[src/st7789_init.mem]
// Bit 9 marks a delay word, bit 8 is dc, bits 7:0 are the byte
// For a delay word, bits 7:0 are the count in units of DELAY_UNIT_CYCLES
001  // SWRESET
202
011  // SLPOUT
202
03A  // COLMOD, 16 bits per pixel
155
036  // MADCTL
100
0B2  // PORCTRL
10C
10C
100
133
133
0B7  // GCTRL
135
021  // INVON
013  // NORON
029  // DISPON
201

[src/st7789_pkg.sv]
package st7789_pkg;

  typedef logic [7:0] byte_t;

  // Panel geometry
  localparam int X_SIZE     = 240;
  localparam int Y_SIZE     = 240;
  localparam int PIXELS     = X_SIZE * Y_SIZE;
  localparam int COLOR_BITS = 16;               // RGB565
  localparam int X_BITS     = $clog2(X_SIZE);
  localparam int Y_BITS     = $clog2(Y_SIZE);
  localparam int PIX_BITS   = $clog2(PIXELS);

  // Window end coordinates for CASET and RASET
  localparam logic [15:0] WIN_X_END = 16'(X_SIZE - 1);
  localparam logic [15:0] WIN_Y_END = 16'(Y_SIZE - 1);

  // ST7789 commands
  localparam byte_t CMD_CASET = 8'h2A;
  localparam byte_t CMD_RASET = 8'h2B;
  localparam byte_t CMD_RAMWR = 8'h2C;

  // Frame header is CASET + 4, RASET + 4, RAMWR
  localparam int HEADER_BYTES = 11;
  localparam int STEP_BITS    = $clog2(HEADER_BYTES);

  // Panel reset and init timing, in clk_pixel cycles
  localparam int RESET_HOLD_CYCLES = 64;
  localparam int RESET_WAIT_CYCLES = 256;
  localparam int DELAY_UNIT_CYCLES = 1024;
  localparam int TIMER_BITS        = $clog2(255 * DELAY_UNIT_CYCLES + 1);

  localparam int    INIT_WORDS     = 20;
  localparam int    INIT_ADDR_BITS = $clog2(INIT_WORDS + 1); // one past the end marks done
  localparam string INIT_FILE      = "/design/src/st7789_init.mem";

  // Color bars
  localparam int BAR_WIDTH    = 30;
  localparam int BAR_COUNT    = 8;
  localparam int BAR_BITS     = $clog2(BAR_COUNT);
  localparam int BAR_POS_BITS = $clog2(BAR_WIDTH);

  localparam logic [BAR_COUNT-1:0][COLOR_BITS-1:0] BAR_COLORS = {
    16'h0000,  // black
    16'h001F,  // blue
    16'hF800,  // red
    16'hF81F,  // magenta
    16'h07E0,  // green
    16'h07FF,  // cyan
    16'hFFE0,  // yellow
    16'hFFFF   // white, leftmost bar
  };

  // Init sequencer phases
  localparam logic [1:0] SEQ_HOLD = 2'd0;
  localparam logic [1:0] SEQ_WAIT = 2'd1;
  localparam logic [1:0] SEQ_ROM  = 2'd2;
  localparam logic [1:0] SEQ_DONE = 2'd3;

  // Frame sequencer states
  localparam logic [1:0] FRM_SYNC   = 2'd0;
  localparam logic [1:0] FRM_HEADER = 2'd1;
  localparam logic [1:0] FRM_PIX_HI = 2'd2;
  localparam logic [1:0] FRM_PIX_LO = 2'd3;

  // Init ROM word, bit 9 selects which view applies
  typedef union packed {
    struct packed {
      logic  is_delay;
      logic  dc;
      byte_t data;
    } spi_item;
    struct packed {
      logic       is_delay;
      logic       rsvd;
      logic [7:0] count;      // in DELAY_UNIT_CYCLES
    } pause;
  } init_word_t;

endpackage

[src/pattern_gen.sv]
`timescale 1ns/10ps

module pattern_gen
  import st7789_pkg::*;
(
  input  logic                  clk_pixel,
  input  logic                  rst,
  input  logic                  pixel_next,
  output logic [COLOR_BITS-1:0] color,
  output logic                  frame_first
);

  logic [X_BITS-1:0]       x;
  logic [Y_BITS-1:0]       y;
  logic [BAR_BITS-1:0]     bar;      // x / BAR_WIDTH
  logic [BAR_POS_BITS-1:0] bar_pos;  // x mod BAR_WIDTH
  logic                    last_x;
  logic                    last_y;

  assign last_x = (x == X_BITS'(X_SIZE - 1));
  assign last_y = (y == Y_BITS'(Y_SIZE - 1));

  // Column position, tracked with the bar index so no divider is needed
  always_ff @(posedge clk_pixel) begin
    if (rst) begin
      x       <= '0;
      bar     <= '0;
      bar_pos <= '0;
    end else if (pixel_next) begin
      if (last_x) begin
        x       <= '0;
        bar     <= '0;
        bar_pos <= '0;
      end else begin
        x <= x + 1'b1;
        if (bar_pos == BAR_POS_BITS'(BAR_WIDTH - 1)) begin
          bar_pos <= '0;
          bar     <= bar + 1'b1;
        end else begin
          bar_pos <= bar_pos + 1'b1;
        end
      end
    end
  end

  // Row position
  always_ff @(posedge clk_pixel) begin
    if (rst) begin
      y <= '0;
    end else if (pixel_next && last_x) begin
      if (last_y) begin
        y <= '0;
      end else begin
        y <= y + 1'b1;
      end
    end
  end

  assign color       = BAR_COLORS[bar];  // Same bars on every row
  assign frame_first = (x == '0) && (y == '0);

endmodule

[src/lcd_init_seq.sv]
`timescale 1ns/10ps

module lcd_init_seq
  import st7789_pkg::*;
(
  input  logic  clk_pixel,
  input  logic  rst,
  input  logic  init_ready,
  output logic  init_valid,
  output byte_t init_byte,
  output logic  init_dc,
  output logic  init_done,
  output logic  spi_resn
);

  init_word_t rom [INIT_WORDS];

  initial begin
    $readmemh(INIT_FILE, rom);
  end

  logic [1:0]                state;
  logic [INIT_ADDR_BITS-1:0] addr;
  logic [TIMER_BITS-1:0]     timer;   // Reset hold, reset wait and delay words
  logic                      rom_end;
  init_word_t                word;

  assign rom_end = (addr == INIT_ADDR_BITS'(INIT_WORDS));
  assign word    = rom_end ? '0 : rom[addr];

  // Byte words are offered only once any delay has run out
  assign init_valid = (state == SEQ_ROM) && (timer == '0) && !rom_end &&
                      !word.spi_item.is_delay;
  assign init_byte  = word.spi_item.data;
  assign init_dc    = word.spi_item.dc;

  always_ff @(posedge clk_pixel) begin
    if (rst) begin
      state     <= SEQ_HOLD;
      timer     <= TIMER_BITS'(RESET_HOLD_CYCLES - 1);
      addr      <= '0;
      spi_resn  <= 1'b0;
      init_done <= 1'b0;
    end else begin
      case (state)
        SEQ_HOLD: begin
          if (timer == '0) begin
            spi_resn <= 1'b1;                          // Release panel reset
            timer    <= TIMER_BITS'(RESET_WAIT_CYCLES - 1);
            state    <= SEQ_WAIT;
          end else begin
            timer <= timer - 1'b1;
          end
        end
        SEQ_WAIT: begin
          if (timer == '0) begin
            state <= SEQ_ROM;
          end else begin
            timer <= timer - 1'b1;
          end
        end
        SEQ_ROM: begin
          if (timer != '0) begin
            timer <= timer - 1'b1;                     // Delay word running
          end else if (rom_end) begin
            init_done <= 1'b1;
            state     <= SEQ_DONE;
          end else if (word.pause.is_delay) begin
            timer <= TIMER_BITS'(word.pause.count * DELAY_UNIT_CYCLES);
            addr  <= addr + 1'b1;
          end else if (init_ready) begin
            addr <= addr + 1'b1;                       // Byte taken by serializer
          end
        end
        default: begin
          // Done, init_done stays high until reset
        end
      endcase
    end
  end

endmodule

[src/lcd_spi_out.sv]
`timescale 1ns/10ps

module lcd_spi_out
  import st7789_pkg::*;
(
  input  logic                  clk_pixel,
  input  logic                  rst,
  input  logic                  init_valid,
  input  byte_t                 init_byte,
  input  logic                  init_dc,
  input  logic                  init_done,
  input  logic [COLOR_BITS-1:0] color,
  input  logic                  frame_first,
  output logic                  init_ready,
  output logic                  pixel_next,
  output logic                  spi_clk,
  output logic                  spi_mosi,
  output logic                  spi_dc
);

  // Serializer
  logic       busy;
  logic [3:0] cnt;     // Bit index and clock phase
  byte_t      sh;
  logic       load_ok;
  logic       fire;

  // Byte source
  logic  src_valid;
  byte_t src_byte;
  logic  src_dc;

  // Frame sequencer
  logic [1:0]           frm_state;
  logic [STEP_BITS-1:0] step;
  logic [PIX_BITS-1:0]  pix_cnt;
  byte_t                lo_buf;
  byte_t                hdr_byte;
  logic                 hdr_dc;

  // Window header bytes, start coordinates are zero
  always_comb begin
    hdr_dc   = 1'b1;
    hdr_byte = '0;
    case (step)
      0: begin
        hdr_dc   = 1'b0;
        hdr_byte = CMD_CASET;
      end
      3:  hdr_byte = WIN_X_END[15:8];
      4:  hdr_byte = WIN_X_END[7:0];
      5: begin
        hdr_dc   = 1'b0;
        hdr_byte = CMD_RASET;
      end
      8:  hdr_byte = WIN_Y_END[15:8];
      9:  hdr_byte = WIN_Y_END[7:0];
      10: begin
        hdr_dc   = 1'b0;
        hdr_byte = CMD_RAMWR;
      end
      default: ;
    endcase
  end

  // Init bytes until init_done, frame traffic afterwards
  always_comb begin
    src_valid = init_valid;
    src_byte  = init_byte;
    src_dc    = init_dc;
    if (init_done) begin
      case (frm_state)
        FRM_HEADER: begin
          src_valid = 1'b1;
          src_byte  = hdr_byte;
          src_dc    = hdr_dc;
        end
        FRM_PIX_HI: begin
          src_valid = 1'b1;
          src_byte  = color[15:8];
          src_dc    = 1'b1;
        end
        FRM_PIX_LO: begin
          src_valid = 1'b1;
          src_byte  = lo_buf;
          src_dc    = 1'b1;
        end
        default: begin
          src_valid = 1'b0;  // Waiting for frame_first
          src_byte  = '0;
          src_dc    = 1'b0;
        end
      endcase
    end
  end

  assign load_ok    = !busy || (cnt == 4'd15);  // Last phase of the current byte
  assign fire       = src_valid && load_ok;
  assign init_ready = !init_done && init_valid && load_ok;

  always_ff @(posedge clk_pixel) begin
    if (rst) begin
      frm_state  <= FRM_SYNC;
      step       <= '0;
      pix_cnt    <= '0;
      pixel_next <= 1'b0;
    end else begin
      pixel_next <= 1'b0;
      if (init_done) begin
        case (frm_state)
          FRM_SYNC: begin
            if (frame_first) begin
              frm_state <= FRM_HEADER;
              step      <= '0;
            end
          end
          FRM_HEADER: begin
            if (fire) begin
              if (step == STEP_BITS'(HEADER_BYTES - 1)) begin
                frm_state <= FRM_PIX_HI;
                pix_cnt   <= '0;
              end else begin
                step <= step + 1'b1;
              end
            end
          end
          FRM_PIX_HI: begin
            if (fire) begin
              frm_state  <= FRM_PIX_LO;
              pixel_next <= 1'b1;  // Color is in the shifter and lo_buf now
            end
          end
          default: begin
            if (fire) begin
              if (pix_cnt == PIX_BITS'(PIXELS - 1)) begin
                frm_state <= FRM_SYNC;
              end else begin
                pix_cnt   <= pix_cnt + 1'b1;
                frm_state <= FRM_PIX_HI;
              end
            end
          end
        endcase
      end
    end
  end

  always_ff @(posedge clk_pixel) begin
    if (init_done && (frm_state == FRM_PIX_HI) && fire) begin
      lo_buf <= color[7:0];
    end
  end

  // SPI mode 3, mosi moves on the falling edge
  always_ff @(posedge clk_pixel) begin
    if (rst) begin
      busy    <= 1'b0;
      cnt     <= '0;
      sh      <= '0;
      spi_clk <= 1'b1;
      spi_dc  <= 1'b0;
    end else if (fire) begin
      busy    <= 1'b1;
      cnt     <= '0;
      sh      <= src_byte;
      spi_dc  <= src_dc;
      spi_clk <= 1'b0;
    end else if (busy) begin
      cnt <= cnt + 1'b1;
      if (cnt == 4'd15) begin
        busy <= 1'b0;            // spi_clk is already high
      end else begin
        spi_clk <= ~spi_clk;
        if (cnt[0]) begin
          sh <= {sh[6:0], 1'b0};
        end
      end
    end
  end

  assign spi_mosi = sh[7];

endmodule

[src/st7789_video_top.sv]
`timescale 1ns/10ps

module st7789_video_top
  import st7789_pkg::*;
(
  input  logic clk_pixel,
  input  logic rst,
  output logic spi_clk,
  output logic spi_mosi,
  output logic spi_dc,
  output logic spi_resn
);

  logic                  init_valid;
  logic                  init_ready;
  byte_t                 init_byte;
  logic                  init_dc;
  logic                  init_done;
  logic                  pixel_next;
  logic [COLOR_BITS-1:0] color;
  logic                  frame_first;

  // Test picture source
  pattern_gen pattern_gen_inst (
    .clk_pixel   (clk_pixel),
    .rst         (rst),
    .pixel_next  (pixel_next),
    .color       (color),
    .frame_first (frame_first)
  );

  lcd_init_seq lcd_init_seq_inst (
    .clk_pixel  (clk_pixel),
    .rst        (rst),
    .init_ready (init_ready),
    .init_valid (init_valid),
    .init_byte  (init_byte),
    .init_dc    (init_dc),
    .init_done  (init_done),
    .spi_resn   (spi_resn)
  );

  lcd_spi_out lcd_spi_out_inst (
    .clk_pixel   (clk_pixel),
    .rst         (rst),
    .init_valid  (init_valid),
    .init_byte   (init_byte),
    .init_dc     (init_dc),
    .init_done   (init_done),
    .color       (color),
    .frame_first (frame_first),
    .init_ready  (init_ready),
    .pixel_next  (pixel_next),
    .spi_clk     (spi_clk),
    .spi_mosi    (spi_mosi),
    .spi_dc      (spi_dc)
  );

endmodule

[config.mk]
export PLATFORM = sky130hd
export DESIGN_NAME = st7789_video_top
export DESIGN_NICKNAME = d
export VERILOG_FILES = /design/src/st7789_pkg.sv /design/src/pattern_gen.sv /design/src/lcd_init_seq.sv /design/src/lcd_spi_out.sv /design/src/st7789_video_top.sv
export SDC_FILE = /design/constraint.sdc
export NUM_CORES = 1
export LEC_CHECK = 0
export ABC_CLOCK_PERIOD_IN_PS = 4300
export BUFFER_PORTS_ARGS = -buffer_cell sky130_fd_sc_hd__buf_2
export CAP_MARGIN = 20
export CORE_UTILIZATION = 50
export DETAILED_ROUTE_END_ITERATION = 12
export GPL_TIMING_DRIVEN = 0
export PLACE_DENSITY = 0.66
export SLEW_MARGIN = 20
export SYNTH_ARGS = -nofsm -noshare
export SYNTH_HDL_FRONTEND = slang
export SYNTH_SLANG_ARGS = --single-unit
[constraint.sdc]
create_clock -name clk_pixel -period 4.3 [get_ports clk_pixel]
set_input_delay 0.86 -clock clk_pixel [delete_from_list [all_inputs] [get_ports clk_pixel]]
set_output_delay 0.86 -clock clk_pixel [all_outputs]
set_load 0.005 [all_outputs]
==> flow_summary.toml, run 1 <==
[run_status]
outcome = "finished, final reports clean"

[global_route]
grt_pass1_vias = 3757
grtUsageTotal_pct = 22.0
grt-ovfl-total = 0
grt_pass1_wl_mm = 17.7
antenna_found_initial = 0
grt_max_degree = 15

[floorplan]
fp.dieH_microns = 99.8
dieArea_sq_um = 9960
start_util_pct = 51.8
ios = 6
placementRows = 35
core_sq_um = 9240
dieWidth_microns = 99.8

[timing]
worst_pin_slew_ps = 1000
drv_slew = 0
hold_violations = 0
setup_violations = 0
fmax_mhz = 282
period_needed_ps = 3540
skew_ps = 11.3
min_period_over_period_pct = 82.4
setup_tns_ps = 0
rsz0062_at_grt = "no"
relSlewSlack_pct = 33.1

[synth]
synth_cell_types = 59
yosys-top-cells-count = "dfxtp_1, nor2_1, nand2_1"
synth-seq-cells = 94
synth_most_common_cell = "dfxtp_1"
synth_top_area_share_pct = 38.5
ys_seq_area_share_pct = 39.8
syn_avg_cell_area_sq_um = 8.45
synth_area_leaders = "dfxtp_1, ha_1, nor2_1"
netlist_instances = 566
async_reset_ff_share_pct = 0
synth_edf_count = 2
syn-num-nets = 595
synth_area_leader_cell = "dfxtp_1"
syn_area_sq_um = 4780
yosysWarnings = 0
ys.flop_type = "dfxtp_1"

[power_and_ir_drop]
seqPwrFrac_pct = 59.1
p_leak_nw = 1.76
power_frac_comb_pct = 8.2
p_switching_w = 0.000400
swShare_pct = 25.9
ir_drop_v = 0.000133
p_int_w = 0.00114
p_per_area_nw_per_um2 = 301
clkPwrFrac_pct = 32.8

[worst_setup_path]
crit_top_cell = "buf_2"
start_kind = "flip-flop"
slowest_delay_ps = 540
critPathSlowestCell = "or4_4"
r2r-start = "lcd_init_seq_inst.timer[0]"
arrival_ps = 3790
crit_buf_inv = 3
end_kind = "flip-flop"
critPathMaxFanout = 10
ff2ff_setup_slack_ps = 760
path_cells = "inv_1 -> ha_1 -> or4b_4 -> or4_4 -> or3_1 -> buf_2 -> a211o_1 -> o31ai_2 -> buf_2 -> nor2_1"
critical-path-top-delay-family = "simple AND/OR/NAND/NOR gates"
worstSetupPathType = "flip-flop to flip-flop"
worstPathRequired_ps = 4550
cp-startpoint = "lcd_init_seq_inst.timer[0]"

[detailed_routing]
drcViolationCount = 0
ant_nets = 0
dr.pass1.iters = 5
routedWlPerCell_microns = 14.0
vias = 3998
viasPerCell = 5.60
drtIter0Drc = 200
wirelength_mm = 10.0

[cells_and_area]
area_delta_synth_final_pct = 7.14
drive_gt1_share_pct = 5.64
antennaDiodeCount = 0
final_core_util_pct = 55.5
fin_nets = 610

[min_path]
min_from = "lcd_spi_out_inst.color[4]"
hold_class = "flip-flop to flip-flop"

[clocking]
postCtsHoldBufs = 0
numCtsBuffers = 9
cts-root-buf = "clkbuf_8"
clock_path_buffers = 2
clk_latency_ps = 360
clk_pin_slew_ps = 80
clock-sinks = 94
cts-resized-gates = 0
h-tree-depth = 3
cts_tree = "done"
post_cts.repair.setup_buffers = 0

[run]
cap_viol_max_count = 0

[placement]
hpwl_mm = 7.25
port_buffers = 4
gp_congestion = 0.822
==> path summary, 6_finish.rpt <==
| kind | endpoint | cells after the start |
|---|---|---|
| hold / removal | lcd_spi_out_inst.lo_buf[4] | 0 |
| hold reg to reg | lcd_spi_out_inst.lo_buf[4] | 0 |
| setup reg to reg | lcd_spi_out_inst.pix_cnt[14] | 10 |
| setup / recovery | lcd_spi_out_inst.pix_cnt[14] | 10 |
==> metrics by stage <==
| step | power, W | instances | area, sq um | setup WS [ps] | hold WS, ps |
|---|---|---|---|---|---|
| global route | 0.00162 | 714 | 5120 | 645 | 425 |
| detailed placement | 0.00106 | 699 | 4970 | 807 | 396 |
| global placement | 0.00105 | 699 | 4960 | 822 | 387 |
| finish | 0.00154 | 714 | 5120 | 756 | 419 |
| CTS | 0.00156 | 714 | 5120 | 772 | 421 |
| floorplan | 0.00102 | 566 | 4780 | 1150 | 386 |
==> registers in the layout, indices dropped and copies added (netlist names), 3 cells and up <==
| signal | cells |
|---|---|
| lcd_spi_out_inst.pix_cnt | 16 |
| pattern_gen_inst.bar | 3 |
| lcd_spi_out_inst.cnt | 4 |
| lcd_spi_out_inst.color | 3 |
| pattern_gen_inst.y | 8 |
| lcd_init_seq_inst.addr | 5 |
| lcd_spi_out_inst.sh | 8 |
| pattern_gen_inst.bar_pos | 5 |
| lcd_init_seq_inst.timer | 18 |
| pattern_gen_inst.x | 8 |
| lcd_spi_out_inst.step | 4 |
==> logic make-up after synthesis <==
logic type,after synthesis,share of synthesized area [%]
compound gates,112,15.2
flops,94,39.8
fa+ha+maj,27,7.06
xor+xnor,40,7.32
buf+inv,46,3.82
mux,5,1.07
simple gates,242,25.7
==> layout by cell type (no fill, tap or decap), types with 4 or more instances in the layout <==
cell,synthesis,routed
dfxtp_1,92,92
nor2_1,79,79
nand2_1,45,45
a21oi_1,32,32
ha_1,27,27
inv_1,25,25
o21ai_0,25,25
xor2_1,22,22
nand3_1,20,20
xnor2_1,18,18
clkbuf_1,16,17
nor3_1,14,14
nand4_1,14,14
o31ai_1,12,11
or3_1,10,10
or4_1,10,10
clkbuf_8,0,9
nor2b_1,8,8
or2_2,6,6
and2_1,6,6
o211ai_1,6,6
a211oi_1,6,6
buf_2,2,6
a22oi_1,4,4
mux2i_1,4,4
a222oi_1,4,4
clkinv_2,0,4
==> worst register-to-register path, stage by stage (launching register included) <==
cell and delay [ps]:
dfxtp_1 350, inv_1 90, ha_1 190, or4b_4 500, or4_4 540, or3_1 310, buf_2 180, a211o_1 390
o31ai_2 500, buf_2 320, nor2_1 70
==> layout make-up <==
cell class | instances | area [sq um]
tap | 129 | 161
clock inverter | 5 | 26.3
fill | 867 | 4120
buffer | 20 | 85.1
sequential | 94 | 1900
multi-input combinational | 426 | 2710
inverter | 26 | 97.6
clock buffer | 10 | 128
timing repair buffer | 4 | 20.0
==> routing by layer <==
layer  vias up  GRT usage, %  routed length [microns]
met2        67          34.1                     4440
met1      1877          30.6                     5040
met4         0          9.73                      231
met3        19          2.86                      298
met5         -             0                        0
li1       2035             -                        -
==> power by group through the flow <==
stage | clock network (W) | registers [W] | logic (W)
finish | 0.000506 | 0.000912 | 0.000126
detailed placement | 0 | 0.000931 | 0.000125
global route | 0.000556 | 0.000916 | 0.000147
CTS | 0.000526 | 0.000911 | 0.000125
global placement | 0 | 0.000930 | 0.000121
floorplan | 0 | 0.000927 | 0.0000968
No activity file was read; power rests on OpenSTA's default activity.
==> run 2, diff against run 1 <==
--- a/config.mk
+++ b/config.mk
@@ -5,7 +5,7 @@
 export SDC_FILE = /design/constraint.sdc
 export NUM_CORES = 1
 export LEC_CHECK = 0
-export ABC_CLOCK_PERIOD_IN_PS = 4300
+export ABC_CLOCK_PERIOD_IN_PS = 3410
 export BUFFER_PORTS_ARGS = -buffer_cell sky130_fd_sc_hd__buf_2
 export CAP_MARGIN = 20
 export CORE_UTILIZATION = 50
==> constraint.sdc (replaced) <==
create_clock -name clk_pixel -period 3.41 [get_ports clk_pixel]
set_input_delay 0.682 -clock clk_pixel [delete_from_list [all_inputs] [get_ports clk_pixel]]
set_output_delay 0.682 -clock clk_pixel [all_outputs]
set_load 0.005 [all_outputs]
==> flow_summary.toml, run 2 (synthesis results as in run 1) <==
[min_path]
hold_class = "flip-flop to flip-flop"
hold_depth = 0

[clocking]
postCtsHoldBufs = 0
cts-root-buf = "clkbuf_8"
h-tree-depth = 3
clock_path_buffers = 2
numCtsBuffers = 9
clk_pin_slew_ps = 90
clk_latency_ps = 360
clock-sinks = 94
cts_tree = "done"

[global_route]
grt_pass1_wl_mm = 17.7
grt_pass1_vias = 3753
grt_max_degree = 15
antenna_found_initial = 0
grtUsageTotal_pct = 22.0
grt-ovfl-total = 0

[detailed_routing]
dr.pass1.iters = 5
ant_nets = 0
drcViolationCount = 0
drtIter0Drc = 215
routedWlPerCell_microns = 14.1
vias = 4044
viasPerCell = 5.64
wirelength_mm = 10.1

[worst_setup_path]
path_cells = "inv_2 -> ha_4 -> or3b_2 -> or4_4 -> or3_1 -> buf_4 -> a211o_4 -> buf_6 -> or4_4 -> a21oi_2"
slowest_delay_ps = 540
crit_top_cell = "or4_4"
arrival_ps = 3620
critPathSlowestCell = "or4_4"
start_kind = "flip-flop"
cp.depth = 10
crit_buf_inv = 3
critPathMaxFanout = 10
ff2ff_path_depth = 10
critical-path-top-delay-family = "simple AND/OR/NAND/NOR gates"
worstPathRequired_ps = 3720
worstSetupPathType = "flip-flop to flip-flop"
end_kind = "flip-flop"

[power_and_ir_drop]
p_leak_nw = 1.78
ir_drop_v = 0.000165
p_per_area_nw_per_um2 = 374

[run_status]
outcome = "finished, final reports clean"

[timing]
hold_ws_ps = 420
setup_violations = 0
hold_violations = 0
skew_ps = 11.2
fmax_mhz = 301
drv_slew = 0
worst_pin_slew_ps = 1000
relSlewSlack_pct = 33.1
setup_tns_ps = 0
period_needed_ps = 3320
min_period_over_period_pct = 97.3

[placement]
port_buffers = 4
gp_congestion = 0.822
hpwl_mm = 7.25

[floorplan]
core_sq_um = 9240
fp.dieH_microns = 99.8
dieArea_sq_um = 9960
ios = 6
start_util_pct = 51.8
placementRows = 35
dieWidth_microns = 99.8

[cells_and_area]
multiInputGateArea_sq_um = 2780
fillers = 846
fin_nets = 613
largest_reg_flops = 18
area_delta_synth_final_pct = 9.31
final_common_cell = "dfxtp_1"
layout_common_cells = "dfxtp_1, nor2_1, nand2_1"
antennaDiodeCount = 0
largestRegisters = "lcd_init_seq_inst.timer x18, lcd_spi_out_inst.pix_cnt x16"
regArea_sq_um = 1910
drive_gt1_share_pct = 9.01
largest_register = "lcd_init_seq_inst.timer"

[run]
cap_viol_max_count = 0
[run 2: changes by cell type in the layout (fill, tap and decap cells not counted), sizes merged]
cell,delta
buf,+3
[run 2: stage by stage]
| stage | worst slack [ps] | power [W] | utilization (%) | cells | cell area [sq um] |
|---|---|---|---|---|---|
| 2_1_floorplan | 263 | 0.00129 | - | 566 | 4780 |
| 3_3_place_gp | -68.3 | 0.00133 | 53.7 | 699 | 4960 |
| 3_5_place_dp | -82.8 | 0.00133 | 53.8 | 699 | 4970 |
| 4_1_cts | 12.0 | 0.00197 | 55.6 | 714 | 5140 |
| 5_1_grt | -20.9 | 0.00205 | 56.6 | 717 | 5230 |
| 6_report | 92.0 | 0.00196 | 56.6 | 717 | 5230 |
[run 2: power by group]
group          switching [W]  internal (W)  leakage (nW)
Sequential         0.0000264       0.00113         0.763
Combinational       0.000101     0.0000668         0.936
Clock               0.000381      0.000257        0.0860
Total               0.000509       0.00145          1.78
[run 2: path summary, 6_finish.rpt]
kind,slack (ps),start,end
setup / recovery,90,lcd_init_seq_inst.state[0],lcd_spi_out_inst.pix_cnt[11]
hold / removal,420,lcd_spi_out_inst.color[4],lcd_spi_out_inst.lo_buf[4]
setup reg to reg,90,lcd_init_seq_inst.state[0],lcd_spi_out_inst.pix_cnt[11]
hold reg to reg,420,lcd_spi_out_inst.color[4],lcd_spi_out_inst.lo_buf[4]
[run 2: metal layers]
metal	part of all wire (%)	global-route usage, %
met5	0	0
met1	50	30.7
met3	3.1	2.86
met2	44	34.0
met4	2.3	9.73
[run 2: final cells by class]
cell class	count	area share, %
Inverter	26	1.87
Tap cell	129	3.09
Clock buffer	10	2.44
Multi-Input combinational cell	426	53.1
Sequential cell	94	36.4
Buffer	20	1.75
Timing Repair Buffer	7	0.814
Clock inverter	5	0.503
[run 2: what timing repair did]
action                                  CTS  global route
gates cloned                              0             0
endpoints found under the setup margin   10            15
endpoints found under the hold margin     0             0
resized for setup                         3            22
buffers inserted                          0             3
pin swaps                                 0             5
==> run 3, diff against run 2 <==
--- a/config.mk
+++ b/config.mk
@@ -9,6 +9,7 @@
 export BUFFER_PORTS_ARGS = -buffer_cell sky130_fd_sc_hd__buf_2
 export CAP_MARGIN = 20
 export CORE_UTILIZATION = 50
+export CTS_BUF_LIST = sky130_fd_sc_hd__clkbuf_16
 export DETAILED_ROUTE_END_ITERATION = 12
 export GPL_TIMING_DRIVEN = 0
 export PLACE_DENSITY = 0.66
==> flow_summary.toml, run 3 (synthesis results as in run 1) <==
[global_route]
antenna_found_initial = 0
grt_pass1_vias = 3736
grt_pass1_wl_mm = 17.7
grtUsageTotal_pct = 22.0
grt-ovfl-total = 0
grt_max_degree = 15

[cells_and_area]
largestRegisters = "lcd_init_seq_inst.timer x18, lcd_spi_out_inst.pix_cnt x16"
largest_reg_flops = 18
layout_common_cells = "dfxtp_1, nor2_1, nand2_1"
antennaDiodeCount = 0
stdcell_area_sq_um = 5330
final_common_cell = "dfxtp_1"
area_delta_synth_final_pct = 11.5
largest_register = "lcd_init_seq_inst.timer"
drive_gt1_share_pct = 9.35
fin_nets = 613
fillers = 830

[timing]
hold_violations = 0
setup_tns_ps = 0
worst_pin_slew_ps = 1010
skew_ps = 7.49
period_needed_ps = 3320
min_period_over_period_pct = 97.2
relSlewSlack_pct = 32.5
drv_slew = 0
hold_ws_ps = 408
setup_violations = 0
fmax_mhz = 302

[power_and_ir_drop]
p_leak_nw = 1.83
clkPwrFrac_pct = 40.0
seqPwrFrac_pct = 52.3
p_per_area_nw_per_um2 = 414
power_frac_comb_pct = 7.7
ir_drop_v = 0.000193
swShare_pct = 24.0
p_switching_w = 0.000531
p_int_w = 0.00168

[clocking]
cts-root-buf = "clkbuf_16"
clock-sinks = 94
numCtsBuffers = 9
clk_pin_slew_ps = 60
cts_tree = "done"
clk_latency_ps = 340
clock_path_buffers = 2
postCtsHoldBufs = 0
h-tree-depth = 3

[detailed_routing]
ant_nets = 0
dr.pass1.iters = 5
vias = 4059
wirelength_mm = 10.2
drtIter0Drc = 175
drcViolationCount = 0
routedWlPerCell_microns = 14.2
viasPerCell = 5.66

[min_path]
min_from = "lcd_spi_out_inst.color[4]"
hold_class = "flip-flop to flip-flop"

[floorplan]
start_util_pct = 51.8
dieArea_sq_um = 9960
dieWidth_microns = 99.8
fp.dieH_microns = 99.8
placementRows = 35
core_sq_um = 9240
ios = 6

[placement]
port_buffers = 4
gp_congestion = 0.822
hpwl_mm = 7.25
placed_area_sq_um = 4970

[worst_setup_path]
cp-startpoint = "lcd_init_seq_inst.state[0]"
ff2ff_setup_slack_ps = 90
r2r-start = "lcd_init_seq_inst.state[0]"
worstSetupPathType = "flip-flop to flip-flop"
worstPathRequired_ps = 3690
end_kind = "flip-flop"
arrival_ps = 3590
r2r-end = "lcd_spi_out_inst.pix_cnt[13]"
critPathMaxFanout = 10
start_kind = "flip-flop"
ff2ff_path_depth = 10
crit_end = "lcd_spi_out_inst.pix_cnt[13]"

[run_status]
outcome = "finished, final reports clean"

[run]
cap_viol_max_count = 0
[run 3: cell count changes in the layout (fill, tap and decap cells not counted), sizes merged]
cell	before	now
clkbuf	26	25
inv	26	27
[run 3: metrics by stage]
step,total power [W],setup WS [ps],utilization (%),cells
after floorplan,0.00129,263,-,566
after global placement,0.00133,-68.3,53.7,699
after detailed placement,0.00133,-82.8,53.8,699
after CTS,0.00222,18.9,56.7,714
after global routing,0.00231,-21.0,57.7,717
final,0.00221,93.8,57.7,717
[run 3: layout make-up]
cell class / count / area, sq um / area share (%)
inverter: 26 / 97.6 / 1.83
sequential: 94 / 1910 / 35.8
clock buffer: 9 / 225 / 4.22
buffer: 20 / 91.3 / 1.71
tap: 129 / 161 / 3.03
timing repair buffer: 7 / 42.5 / 0.798
multi-input combinational: 426 / 2780 / 52.1
clock inverter: 6 / 30.0 / 0.563
[run 3: what timing repair did]
action	CTS	global route
resized for setup	3	24
endpoints found under the setup margin	10	15
pin swaps	0	3
buffers inserted	0	3
gates cloned	0	0
hold endpoints to repair	0	0
[run 3: power groups by stage]
stage	registers [W]	clock network (W)	logic, W
floorplan	0.00117	0	0.000122
global placement	0.00117	0	0.000152
detailed placement	0.00117	0	0.000158
CTS	0.00115	0.000914	0.000160
global route	0.00116	0.000960	0.000196
finish	0.00115	0.000882	0.000170
[run 3: worst min path at each step]
| stage | end | slack, ps | cells after the start |
|---|---|---|---|
| floorplan | lcd_spi_out_inst.lo_buf[4] | 390 | 0 |
| global placement | lcd_spi_out_inst.lo_buf[4] | 390 | 0 |
| detailed placement | lcd_spi_out_inst.lo_buf[4] | 400 | 0 |
| CTS | lcd_spi_out_inst.lo_buf[4] | 410 | 0 |
| global route | lcd_spi_out_inst.lo_buf[4] | 420 | 0 |
| finish | lcd_spi_out_inst.lo_buf[4] | 410 | 0 |
[run 3: per-layer routing]
metal	wire (microns)	share of wire, %	GRT usage (%)	vias to the layer above
met5	0	0	0	-
li1	-	-	-	2049
met2	4570	45	34.5	68
met3	319	3.1	3.06	19
met1	5040	50	30.5	1923
met4	223	2.2	9.39	0
[run 3: worst max-delay path, stage by stage, from the launching register on]
cell and delay, ps:
dfxtp_2 340, inv_2 90, ha_4 160, or3b_2 440, or4_4 530, or3_1 320
buf_4 170, a211o_4 390, buf_6 160, or4_1 520, a21oi_2 130
